**src/axi_bridge_pkg.sv**
```systemverilog
// bridge package: bus widths, cache line geometry, request kinds and AXI burst codes
package axi_bridge_pkg;

  // ----------------------------------------
  // bus and line geometry
  // ----------------------------------------
  localparam int unsigned addr_width = 32;
  localparam int unsigned data_width = 64;
  localparam int unsigned strb_width = data_width / 8;
  localparam int unsigned id_width   = 4;

  // four 64-bit beats make one 32-byte line
  localparam int unsigned line_words       = 4;
  localparam int unsigned line_offset_bits = 5;
  localparam int unsigned word_offset_bits = 3;
  localparam int unsigned beat_idx_width   = 2;

  // ----------------------------------------
  // AXI encodings
  // ----------------------------------------
  localparam logic [1:0] burst_incr = 2'b01;
  // 8 bytes per beat
  localparam logic [2:0] size_word  = 3'd3;

  // ----------------------------------------
  // types
  // ----------------------------------------
  typedef logic [addr_width-1:0] addr_t;
  typedef logic [data_width-1:0] word_t;
  typedef logic [strb_width-1:0] strb_t;
  typedef logic [id_width-1:0]   id_t;

  // word i of a line sits at bits [64*i +: 64]
  typedef word_t [line_words-1:0] line_t;
  typedef strb_t [line_words-1:0] line_strb_t;

  typedef logic [beat_idx_width-1:0] beat_idx_t;

  // one word or a whole line
  typedef enum logic {
    single_req = 1'b0,
    line_req   = 1'b1
  } req_kind_e;

endpackage

```
**src/axi_write_ctrl.sv**
```systemverilog
// write controller: issues AW, streams the W beats of a word or a line and collects B
module axi_write_ctrl (
  input  logic                        clk_i,
  input  logic                        rst_ni,
  // client request
  input  logic                        req_i,
  input  axi_bridge_pkg::req_kind_e   kind_i,
  input  axi_bridge_pkg::addr_t       addr_i,
  input  axi_bridge_pkg::line_t       wdata_i,
  input  axi_bridge_pkg::line_strb_t  be_i,
  input  axi_bridge_pkg::id_t         id_i,
  output logic                        gnt_o,
  output logic                        busy_o,
  output logic                        valid_o,
  output axi_bridge_pkg::id_t         id_o,
  // AW channel
  output logic                        awvalid_o,
  input  logic                        awready_i,
  output axi_bridge_pkg::addr_t       awaddr_o,
  output logic [7:0]                  awlen_o,
  output logic [2:0]                  awsize_o,
  output logic [1:0]                  awburst_o,
  output axi_bridge_pkg::id_t         awid_o,
  // W channel
  output logic                        wvalid_o,
  input  logic                        wready_i,
  output axi_bridge_pkg::word_t       wdata_o,
  output axi_bridge_pkg::strb_t       wstrb_o,
  output logic                        wlast_o,
  // B channel
  input  logic                        bvalid_i,
  output logic                        bready_o,
  input  axi_bridge_pkg::id_t         bid_i
);
  import axi_bridge_pkg::*;

  // wait_aw: AW and W both pending, wait_w: AW done,
  // wait_aw_after_w: all W beats done
  typedef enum logic [2:0] {
    idle,
    wait_aw,
    wait_w,
    wait_aw_after_w,
    wait_b
  } state_e;

  state_e    state_q, state_d;
  beat_idx_t cnt_q, cnt_d;
  logic      last_beat;

  // request fields are held by the client until gnt_o
  assign last_beat = (kind_i == single_req) || (cnt_q == beat_idx_t'(line_words - 1));

  assign awaddr_o  = addr_i;
  assign awlen_o   = (kind_i == line_req) ? 8'(line_words - 1) : 8'd0;
  assign awsize_o  = size_word;
  assign awburst_o = burst_incr;
  assign awid_o    = id_i;

  // beat counter picks the word, single writes stay on word 0
  assign wdata_o = wdata_i[cnt_q];
  assign wstrb_o = be_i[cnt_q];
  assign wlast_o = last_beat;

  assign busy_o = (state_q != idle);
  assign id_o   = bid_i;

  // ----------------------------------------
  // next state
  // ----------------------------------------
  always_comb begin
    state_d   = state_q;
    cnt_d     = cnt_q;
    awvalid_o = 1'b0;
    wvalid_o  = 1'b0;
    bready_o  = 1'b0;
    gnt_o     = 1'b0;
    valid_o   = 1'b0;

    case (state_q)
      idle, wait_aw: begin
        if (req_i || state_q == wait_aw) begin
          awvalid_o = 1'b1;
          wvalid_o  = 1'b1;
          state_d   = wait_aw;
          case ({awready_i, wready_i})
            2'b11: begin
              cnt_d = cnt_q + 1'b1;
              if (last_beat) begin
                gnt_o   = 1'b1;
                state_d = wait_b;
              end else begin
                state_d = wait_w;
              end
            end
            2'b10: state_d = wait_w;
            2'b01: begin
              cnt_d = cnt_q + 1'b1;
              if (last_beat) begin
                state_d = wait_aw_after_w;
              end
            end
            default: ;
          endcase
        end
      end

      wait_w: begin
        wvalid_o = 1'b1;
        if (wready_i) begin
          cnt_d = cnt_q + 1'b1;
          if (last_beat) begin
            gnt_o   = 1'b1;
            state_d = wait_b;
          end
        end
      end

      wait_aw_after_w: begin
        awvalid_o = 1'b1;
        if (awready_i) begin
          gnt_o   = 1'b1;
          state_d = wait_b;
        end
      end

      wait_b: begin
        // counter restarts at word 0 for the next request
        cnt_d    = '0;
        bready_o = 1'b1;
        if (bvalid_i) begin
          valid_o = 1'b1;
          state_d = idle;
        end
      end

      default: state_d = idle;
    endcase
  end

  always_ff @(posedge clk_i or negedge rst_ni) begin
    if (!rst_ni) begin
      state_q <= idle;
      cnt_q   <= '0;
    end else begin
      state_q <= state_d;
      cnt_q   <= cnt_d;
    end
  end

  // ----------------------------------------
  // checks
  // ----------------------------------------
  a_wvalid_held: assert property (@(posedge clk_i) disable iff (!rst_ni)
    wvalid_o && !wready_i |=> wvalid_o);

  // no beat may follow the one carrying wlast
  a_wlast_final: assert property (@(posedge clk_i) disable iff (!rst_ni)
    wvalid_o && wready_i && wlast_o |=> !wvalid_o);

endmodule

```
**src/axi_read_ctrl.sv**
```systemverilog
// read controller: issues AR, assembles R beats into a line and flags the critical word
module axi_read_ctrl (
  input  logic                       clk_i,
  input  logic                       rst_ni,
  // client request
  input  logic                       req_i,
  input  axi_bridge_pkg::req_kind_e  kind_i,
  input  axi_bridge_pkg::addr_t      addr_i,
  input  axi_bridge_pkg::id_t        id_i,
  output logic                       gnt_o,
  output logic                       busy_o,
  // client response
  output logic                       valid_o,
  output axi_bridge_pkg::line_t      rdata_o,
  output axi_bridge_pkg::id_t        id_o,
  output axi_bridge_pkg::word_t      critical_word_o,
  output logic                       critical_word_valid_o,
  // AR channel
  output logic                       arvalid_o,
  input  logic                       arready_i,
  output axi_bridge_pkg::addr_t      araddr_o,
  output logic [7:0]                 arlen_o,
  output logic [2:0]                 arsize_o,
  output logic [1:0]                 arburst_o,
  output axi_bridge_pkg::id_t        arid_o,
  // R channel
  input  logic                       rvalid_i,
  output logic                       rready_o,
  input  axi_bridge_pkg::word_t      rdata_i,
  input  axi_bridge_pkg::id_t        rid_i,
  input  logic                       rlast_i
);
  import axi_bridge_pkg::*;

  typedef enum logic [1:0] {
    idle,
    wait_r,
    complete
  } state_e;

  state_e    state_q, state_d;
  beat_idx_t cnt_q, cnt_d;
  req_kind_e kind_q, kind_d;
  beat_idx_t offset_q, offset_d;
  id_t       id_q;
  line_t     line_q;
  logic      ar_fire;
  logic      r_fire;

  // ----------------------------------------
  // AR channel
  // ----------------------------------------
  assign arvalid_o = (state_q == idle) && req_i;
  assign ar_fire   = arvalid_o && arready_i;
  assign gnt_o     = ar_fire;

  // a line burst always starts at the line base
  always_comb begin
    araddr_o = addr_i;
    arlen_o  = 8'd0;
    if (kind_i == line_req) begin
      araddr_o = {addr_i[addr_width-1:line_offset_bits], {line_offset_bits{1'b0}}};
      arlen_o  = 8'(line_words - 1);
    end
  end

  assign arsize_o  = size_word;
  assign arburst_o = burst_incr;
  assign arid_o    = id_i;

  // ----------------------------------------
  // R channel and client side
  // ----------------------------------------
  // rready stays up while waiting so every beat is taken at once
  assign rready_o = (state_q == wait_r);
  assign r_fire   = rvalid_i && rready_o;

  assign critical_word_o       = rdata_i;
  assign critical_word_valid_o = r_fire && (kind_q == line_req) && (cnt_q == offset_q);

  assign busy_o  = (state_q != idle);
  assign valid_o = (state_q == complete);
  assign rdata_o = line_q;
  assign id_o    = id_q;

  always_comb begin
    state_d  = state_q;
    cnt_d    = cnt_q;
    kind_d   = kind_q;
    offset_d = offset_q;

    case (state_q)
      idle: begin
        if (ar_fire) begin
          state_d  = wait_r;
          cnt_d    = '0;
          kind_d   = kind_i;
          offset_d = addr_i[word_offset_bits +: beat_idx_width];
        end
      end

      wait_r: begin
        if (r_fire) begin
          cnt_d = cnt_q + 1'b1;
          if (rlast_i) begin
            state_d = complete;
          end
        end
      end

      complete: state_d = idle;

      default: state_d = idle;
    endcase
  end

  always_ff @(posedge clk_i or negedge rst_ni) begin
    if (!rst_ni) begin
      state_q  <= idle;
      cnt_q    <= '0;
      kind_q   <= single_req;
      offset_q <= '0;
    end else begin
      state_q  <= state_d;
      cnt_q    <= cnt_d;
      kind_q   <= kind_d;
      offset_q <= offset_d;
    end
  end

  // line buffer filled by beat index, single read lands in word 0
  always_ff @(posedge clk_i) begin
    if (r_fire) begin
      if (kind_q == line_req) begin
        line_q[cnt_q] <= rdata_i;
      end else begin
        line_q[0] <= rdata_i;
      end
      if (rlast_i) begin
        id_q <= rid_i;
      end
    end
  end

  // slave must not present read data with no burst outstanding
  a_no_r_when_idle: assert property (@(posedge clk_i) disable iff (!rst_ni)
    (state_q == idle) |-> !rvalid_i);

endmodule

```
**src/axi_bridge.sv**
```systemverilog
// cache to AXI4 bridge top: steers requests to the read or write controller
module axi_bridge (
  input  logic                        clk_i,
  input  logic                        rst_ni,
  // client request
  input  logic                        req_i,
  input  logic                        we_i,
  input  axi_bridge_pkg::req_kind_e   kind_i,
  input  axi_bridge_pkg::addr_t       addr_i,
  input  axi_bridge_pkg::line_t       wdata_i,
  input  axi_bridge_pkg::line_strb_t  be_i,
  input  axi_bridge_pkg::id_t         id_i,
  output logic                        gnt_o,
  output logic                        busy_o,
  // client response
  output logic                        valid_o,
  output axi_bridge_pkg::line_t       rdata_o,
  output axi_bridge_pkg::id_t         id_o,
  output axi_bridge_pkg::word_t       critical_word_o,
  output logic                        critical_word_valid_o,
  // AW channel
  output logic                        awvalid_o,
  input  logic                        awready_i,
  output axi_bridge_pkg::addr_t       awaddr_o,
  output logic [7:0]                  awlen_o,
  output logic [2:0]                  awsize_o,
  output logic [1:0]                  awburst_o,
  output axi_bridge_pkg::id_t         awid_o,
  // W channel
  output logic                        wvalid_o,
  input  logic                        wready_i,
  output axi_bridge_pkg::word_t       wdata_o,
  output axi_bridge_pkg::strb_t       wstrb_o,
  output logic                        wlast_o,
  // B channel
  input  logic                        bvalid_i,
  output logic                        bready_o,
  input  axi_bridge_pkg::id_t         bid_i,
  // AR channel
  output logic                        arvalid_o,
  input  logic                        arready_i,
  output axi_bridge_pkg::addr_t       araddr_o,
  output logic [7:0]                  arlen_o,
  output logic [2:0]                  arsize_o,
  output logic [1:0]                  arburst_o,
  output axi_bridge_pkg::id_t         arid_o,
  // R channel
  input  logic                        rvalid_i,
  output logic                        rready_o,
  input  axi_bridge_pkg::word_t       rdata_i,
  input  axi_bridge_pkg::id_t         rid_i,
  input  logic                        rlast_i
);
  import axi_bridge_pkg::*;

  logic wr_req, wr_gnt, wr_busy, wr_valid;
  logic rd_req, rd_gnt, rd_busy, rd_valid;
  id_t  wr_id, rd_id;

  // ----------------------------------------
  // steering
  // ----------------------------------------
  // a controller only sees a request while the other one is idle
  assign wr_req = req_i && we_i && !rd_busy;
  assign rd_req = req_i && !we_i && !wr_busy;

  // only one side is active, so a plain merge is enough
  assign gnt_o   = wr_gnt || rd_gnt;
  assign busy_o  = wr_busy || rd_busy;
  assign valid_o = wr_valid || rd_valid;
  assign id_o    = wr_valid ? wr_id : rd_id;

  axi_write_ctrl i_write_ctrl (
    .clk_i     (clk_i),
    .rst_ni    (rst_ni),
    .req_i     (wr_req),
    .kind_i    (kind_i),
    .addr_i    (addr_i),
    .wdata_i   (wdata_i),
    .be_i      (be_i),
    .id_i      (id_i),
    .gnt_o     (wr_gnt),
    .busy_o    (wr_busy),
    .valid_o   (wr_valid),
    .id_o      (wr_id),
    .awvalid_o (awvalid_o),
    .awready_i (awready_i),
    .awaddr_o  (awaddr_o),
    .awlen_o   (awlen_o),
    .awsize_o  (awsize_o),
    .awburst_o (awburst_o),
    .awid_o    (awid_o),
    .wvalid_o  (wvalid_o),
    .wready_i  (wready_i),
    .wdata_o   (wdata_o),
    .wstrb_o   (wstrb_o),
    .wlast_o   (wlast_o),
    .bvalid_i  (bvalid_i),
    .bready_o  (bready_o),
    .bid_i     (bid_i)
  );

  axi_read_ctrl i_read_ctrl (
    .clk_i                 (clk_i),
    .rst_ni                (rst_ni),
    .req_i                 (rd_req),
    .kind_i                (kind_i),
    .addr_i                (addr_i),
    .id_i                  (id_i),
    .gnt_o                 (rd_gnt),
    .busy_o                (rd_busy),
    .valid_o               (rd_valid),
    .rdata_o               (rdata_o),
    .id_o                  (rd_id),
    .critical_word_o       (critical_word_o),
    .critical_word_valid_o (critical_word_valid_o),
    .arvalid_o             (arvalid_o),
    .arready_i             (arready_i),
    .araddr_o              (araddr_o),
    .arlen_o               (arlen_o),
    .arsize_o              (arsize_o),
    .arburst_o             (arburst_o),
    .arid_o                (arid_o),
    .rvalid_i              (rvalid_i),
    .rready_o              (rready_o),
    .rdata_i               (rdata_i),
    .rid_i                 (rid_i),
    .rlast_i               (rlast_i)
  );

  // at most one transaction in flight across both controllers
  a_one_active: assert property (@(posedge clk_i) disable iff (!rst_ni)
    !(wr_busy && rd_busy));

endmodule

```
**config.mk**
```make
export PLATFORM = sky130hd
export DESIGN_NAME = axi_bridge
export DESIGN_NICKNAME = d
export VERILOG_FILES = /design/src/axi_bridge_pkg.sv /design/src/axi_write_ctrl.sv /design/src/axi_read_ctrl.sv /design/src/axi_bridge.sv
export SDC_FILE = /design/constraint.sdc
export NUM_CORES = 1
export LEC_CHECK = 0
export BUFFER_PORTS_ARGS = -buffer_cell sky130_fd_sc_hd__buf_2
export CAP_MARGIN = 30
export CORE_AREA = 5 5 353 355
export DETAILED_ROUTE_END_ITERATION = 12
export DIE_AREA = 0 0 358 360
export PLACE_DENSITY = 0.38
export SETUP_SLACK_MARGIN = 0.1
export SYNTH_ARGS = -nofsm -noshare
export SYNTH_HDL_FRONTEND = slang
export SYNTH_SLANG_ARGS = --single-unit
```
**constraint.sdc**
```tcl
create_clock -name clk_i -period 5.1 [get_ports clk_i]
set_input_delay 0.51 -clock clk_i [delete_from_list [all_inputs] [get_ports clk_i]]
set_output_delay 0.51 -clock clk_i [all_outputs]
set_load 0.005 [all_outputs]
```
==> reports/qor.csv, run 1 <==
metric,value,unit
status,"complete, no violations",
synth-simple-area-share,5.54,%
area_growth_syn_to_layout,49.9,%
grt_pass1_wl,82.2,mm
dp_cells,2947,
critPathKind,flop to output port,
clock-root-buffer,clkbuf_16,
coreArea,121000,µm²
synthDistinctLibCells,39,
worst_pin_slew,0.833,ns
slew_headroom,44.1,%
critPathRequiredTime,4.59,ns
fin_cells,3017,
path_cells,nor4bb_1 -> nor3_1 -> a211oi_1 -> buf_2,
synth_top_family_by_area,multiplexers,
hold_start,rid_i[0],
firstDrtPassIters,6,
io_pins,911,
die_w,358,µm
start_util,9.97,%
critPathArrivalTime,2.51,ns
fin_setup_tns,0,ns
clk_pin_slew,0.05,ns
grt_max_degree,75,
synth_area,12100,µm²
postPlaceCellArea,17000,µm²
vdd_drop_max,0.241,mV
synthXorXnorAreaFrac,0.290,%
synth_seq_cells,272,
final_net_count,1771,
skew,0.0276,ns
die_y,360,µm
avgRoutedWirePerCell,21.0,µm
cp-start-kind,flop,
hold_path.class,input port to flop,
clockBufferDepth,3,
ys_seq_area_share,67.2,%
grt_use_total,9.24,%
design_area,18100,µm²
postRouteAntennaNets,0,
cts_resized,0,
slew_viol_final,0,
p_per_area,419,nW/µm²
cts.sinks,272,
async_flop_share,4.41,%
ys_top_cells_by_area,"edfxtp_1 65%, mux4_2 13%, buf_4 9.8%, and2_1 3.5%, dfrtp_1 2.5%",
synth-edff-count,260,
cp_max_fo,9,
fp.dieArea,129000,µm²
reg2reg_depth,6,
endpoint_kind,output port,
drt_iter0_markers,436,
yosys_warnings,0,
insertion_delay,0.55,ns
synthFlopType,edfxtp_1,
io_buffers,795,
grt_overflow,0,
cts_buffers,34,
antenna_found_initial,33,
min_path_cells,1,
drc,0,
synth_area_leader_cell,edfxtp_1,
cpPeakStageDelay,0.76,ns
drive_gt1_share,68.4,%
finalHoldViolations,0,
maxCapViolCount,0,
worst_r2r_endpoint,i_read_ctrl.rdata_o[22],
synthAdderAreaFrac,0.518,%
vias,8857,
finalSetupViolCount,0,
final.min_clock_period,3.02,ns
timing.final.crit_share,59.3,%
grt_pass1_vias,9556,
rows,128,
synth_top_area_share,64.7,%
hold_end,i_read_ctrl.id_o[0],
synth_compound_area_share,0.974,%
rsz0062_at_grt,no,
cp_slowest_cell,nor4bb_1,
cts.htree.levels,2,
layout_common_cells,"795 x buf_2, 260 x edfxtp_1, 72 x mux4_2",
tritoncts,built,
totalWireLength,63.4,mm
muxShareOfSynthArea,14.4,%
r2r_slack,2.28,ns
leakage,7.20,nW
dp_hpwl,54.1,mm
rr_startpoint,i_read_ctrl.cnt_q[0],
gp_congestion,0.851,
layout_commonest_cell,buf_2,
synth.avg_cell_area,17.7,µm²
vias_per_cell,2.94,
synthesis.instances,683,
fmax,331,MHz
==> layer usage <==
| metal | part of all wire, % | up-vias | global-route usage (%) |
|---|---|---|---|
| met5 | 0 | - | 0 |
| met4 | 3.2 | 0 | 2.48 |
| met3 | 8.7 | 101 | 2.71 |
| met2 | 51 | 676 | 17.4 |
| met1 | 37 | 4303 | 10.1 |
| li1 | - | 3777 | - |
==> final cells by class <==
cell class | instances | area [µm²]
antenna | 11 | 27.5
clock buffer | 40 | 893
clock inverter | 18 | 213
fill | 13600 | 103000
inverter | 8 | 30.0
multi-input combinational | 238 | 2710
sequential | 272 | 8120
tap | 1625 | 2030
timing repair buffer | 805 | 4070
==> cell families after synthesis <==
logic type,after synthesis
DFF,272
buffers and inverters,193
other,2
AOI/OAI and AO/OA,17
adders and majority gates,5
muxes,81
and+or+nand+nor,109
xor gates and xnor gates,4
==> stage by stage <==
stage	setup WS (ns)	power (mW)	hold WS, ns	util, %
CTS	1.97	7.85	0.0592	14.9
detailed placement	2.18	5.35	0.423	14.0
global placement	2.25	5.33	0.427	14.0
floorplan	2.09	4.07	0.214	-
finish	2.08	7.58	0.133	14.9
global route	1.88	8.03	0.0827	14.9
==> worst max-delay path by stage <==
stage	start	endpoint	slack (ns)	cells after the start
6_report	i_read_ctrl.state_q[1]	wvalid_o	2.08	4
5_1_grt	i_read_ctrl.state_q[1]	wvalid_o	1.88	4
4_1_cts	i_write_ctrl.state_q[1]	id_o[2]	1.97	4
3_5_place_dp	i_read_ctrl.cnt_q[0]	i_read_ctrl.rdata_o[9]	2.18	6
3_3_place_gp	i_read_ctrl.cnt_q[0]	i_read_ctrl.rdata_o[6]	2.25	6
2_1_floorplan	i_read_ctrl.cnt_q[0]	i_read_ctrl.rdata_o[0]	2.09	5
==> Yosys cell counts, drive strengths merged, types with 4 or more instances <==
library cell	instances
nand2b	5
a21o	4
and2	68
ha	5
nor3	6
edfxtp	260
clkbuf	17
inv	8
nor2b	5
dfrtp	12
mux4	72
buf	168
nand2	5
mux2	8
nor2	8
==> power by group <==
| part | switching (mW) | leakage, nW | total (mW) | internal (mW) |
|---|---|---|---|---|
| Sequential | 0.130 | 2.50 | 2.80 | 2.67 |
| Combinational | 1.29 | 4.16 | 2.36 | 1.07 |
| Clock | 0.960 | 0.543 | 2.42 | 1.46 |
==> worst max-delay path, delay by kind of cell, from the launching register on <==
kind                   cells  cell delay (ns)
DFF                        1             0.48
AOI/OAI and AO/OA          1             0.41
and+or+nand+nor            2             0.85
buffers and inverters      1             0.23
==> state kept, by name (all words and copies together), names as in the netlist <==
name / flops
i_write_ctrl.cnt_q: 2
i_read_ctrl.cnt_q: 2
i_write_ctrl.state_q: 3
i_read_ctrl.kind_q: 1
i_read_ctrl.state_q: 2
i_read_ctrl.id_o: 4
i_read_ctrl.offset_q: 2
i_read_ctrl.rdata_o: 256
==> repair_timing <==
| action | 4_1_cts | 5_1_grt |
|---|---|---|
| endpoints found under the hold margin | 12 | 0 |
| hold buffers | 1 | 0 |
| setup buffers | 0 | 0 |
| endpoints found under the setup margin | 0 | 0 |
No activity file was read; power rests on OpenSTA's default activity.
==> run 2, diff against run 1 <==
Settings changed: CORE_AREA 5 5 353 355 to 5 5 355 357, DIE_AREA 0 0 358 360 to 0 0 360 362, PLACE_DENSITY 0.38 to 0.37.
Clock period 5.1 ns to 3 ns, I/O delays scaled along.
==> reports/qor.csv, run 2 (synthesized netlist as in run 1, its figures left out) <==
metric,value,unit,change
status,"complete, no violations",,
postRouteAntennaNets,0,,unchanged
totalWireLength,68.2,mm,+7.7%
pre_cts_slack,0.739,ns,-1.44 ns
die_y,362,µm,+0.56%
vias_per_cell,2.95,,+0.39%
hold_path.class,input port to flop,,
maxCapViolCount,0,,unchanged
skew,0.0304,ns,+0.00279 ns
gp_congestion,0.942,,+11%
design_area,18900,µm²,+4.3%
critPathKind,flop to output port,,
slew_viol_final,0,,unchanged
timing.final.crit_share,88.6,%,
area_growth_syn_to_layout,56.3,%,
vdd_drop_max,0.455,mV,+89%
finalSetupViolCount,0,,unchanged
cts_buffers,31,,-8.8%
io_pins,911,,unchanged
die_w,360,µm,+0.56%
drt_iter0_markers,468,,+7.3%
clock-root-buffer,clkbuf_16,,
final.setup.worst_slack,0.343,ns,-1.73 ns
grt_pass1_vias,10100,,+6.2%
critPathArrivalTime,2.36,ns,-0.15 ns
leakage,7.51,nW,+4.2%
coreArea,123000,µm²,+1.3%
firstDrtPassIters,4,,-2
insertion_delay,0.60,ns,+0.05 ns
cts.sinks,272,,unchanged
worst_pin_slew,0.863,ns,+0.0298 ns
finalHoldViolations,0,,unchanged
final.min_clock_period,2.66,ns,
p_per_area,686,nW/µm²,+64%
crit_top_cell,buf_12,,
grt_use_total,9.85,%,+0.60 points
fmax,376,MHz,
grt_pass1_wl,89.4,mm,+8.7%
final_net_count,1843,,+4.1%
slew_headroom,42.1,%,-2.0 points
grt_max_degree,65,,-13%
drive_gt1_share,65.3,%,-3.1 points
vias,9163,,+3.5%
start_util,9.84,%,-0.13 points
cpPeakStageDelay,0.67,ns,-0.09 ns
path_cells,buf_12 -> buf_12 -> mux4_2 -> buf_2,,
final_util,15.4,%,+0.44 points
nFillCells,13700,,+0.73%
dp_hpwl,58.3,mm,+7.8%
postPlaceCellArea,17200,µm²,+1.3%
cp_slowest_cell,dfrtp_4,,
io_buffers,795,,unchanged
clk_pin_slew,0.06,ns,about the same
drc,0,,unchanged
cts.htree.levels,1,,-1
cp_max_fo,16,,+7
avgRoutedWirePerCell,21.9,µm,+4.5%
layout_common_cells,"795 x buf_2, 260 x edfxtp_1, 72 x mux4_2",,
layout_commonest_cell,buf_2,,
endpoint_kind,output port,,
clockBufferDepth,3,,unchanged
antenna_found_initial,33,,unchanged
largest_reg_flops,256,,unchanged
rsz0062_at_grt,no,,
rows,129,,+0.78%
tritoncts,built,,
fp.dieArea,130000,µm²,+1.1%
critPathRequiredTime,2.70,ns,-1.89 ns
grt_overflow,0,,unchanged
cp-start-kind,flop,,
fin_setup_tns,0,ns,unchanged
[run 2: final cells by class]
| type | count | area [µm²] | area share, % |
|---|---|---|---|
| antenna | 17 | 42.5 | 0.225 |
| clock inverter | 21 | 214 | 1.13 |
| multi-input combinational | 238 | 2730 | 14.4 |
| timing repair buffer | 880 | 4900 | 26.0 |
| inverter | 8 | 30.0 | 0.159 |
| clock buffer | 36 | 795 | 4.21 |
| sequential | 272 | 8120 | 43.0 |
| tap | 1637 | 2050 | 10.9 |
[run 2: critical path: cells and delay by family (launching register included)]
kind | cells | cell delay [ns]
buffers and inverters | 3 | 0.53
muxes | 1 | 0.50
DFF | 1 | 0.67
[run 2: final timing paths]
check	slack, ns	end	from	depth (start not counted)
max	0.34	wdata_o[15]	i_write_ctrl.cnt_q[0]	4
min	0.04	i_read_ctrl.rdata_o[250]	rdata_i[58]	1
max reg2reg	0.71	i_read_ctrl.rdata_o[67]	i_read_ctrl.state_q[0]	5
min reg2reg	0.55	i_read_ctrl.offset_q[0]	i_read_ctrl.offset_q[0]	1
max in group asynchronous	2.58	i_write_ctrl.cnt_q[0]	rst_ni	2
min in group asynchronous	0.15	i_read_ctrl.cnt_q[1]	rst_ni	2
[run 2: power breakdown]
part           leakage (nW)  switching [mW]  internal [mW]
logic                  4.53            2.31           2.03
registers              2.50           0.280           4.53
clock network         0.480            1.56           2.23
total                  7.51            4.15           8.80
[run 2: what timing repair did]
| action | 4_1_cts | 5_1_grt |
|---|---|---|
| hold buffers | 62 | 0 |
| endpoints found under the setup margin | 18 | 1 |
| resized for setup | 0 | 1 |
| hold endpoints to repair | 192 | 0 |
| buffers inserted | 1 | 0 |
[run 2: layer usage]
layer	share of wire [%]	GRT usage [%]	up-vias
met3	8.8	3.44	117
met1	31	9.11	4427
met4	4.6	3.88	18
met2	55	19.5	660
li1	-	-	3941
met5	0.19	0	-
[run 2: stage by stage]
stage	hold slack [ns]	std cells	power (mW)
3_3_place_gp	0.214	2972	9.36
4_1_cts	0.00667	3092	13.4
2_1_floorplan	0.00441	703	6.92
6_report	0.0428	3109	12.9
5_1_grt	0.0254	3102	13.7
3_5_place_dp	0.215	2972	9.41
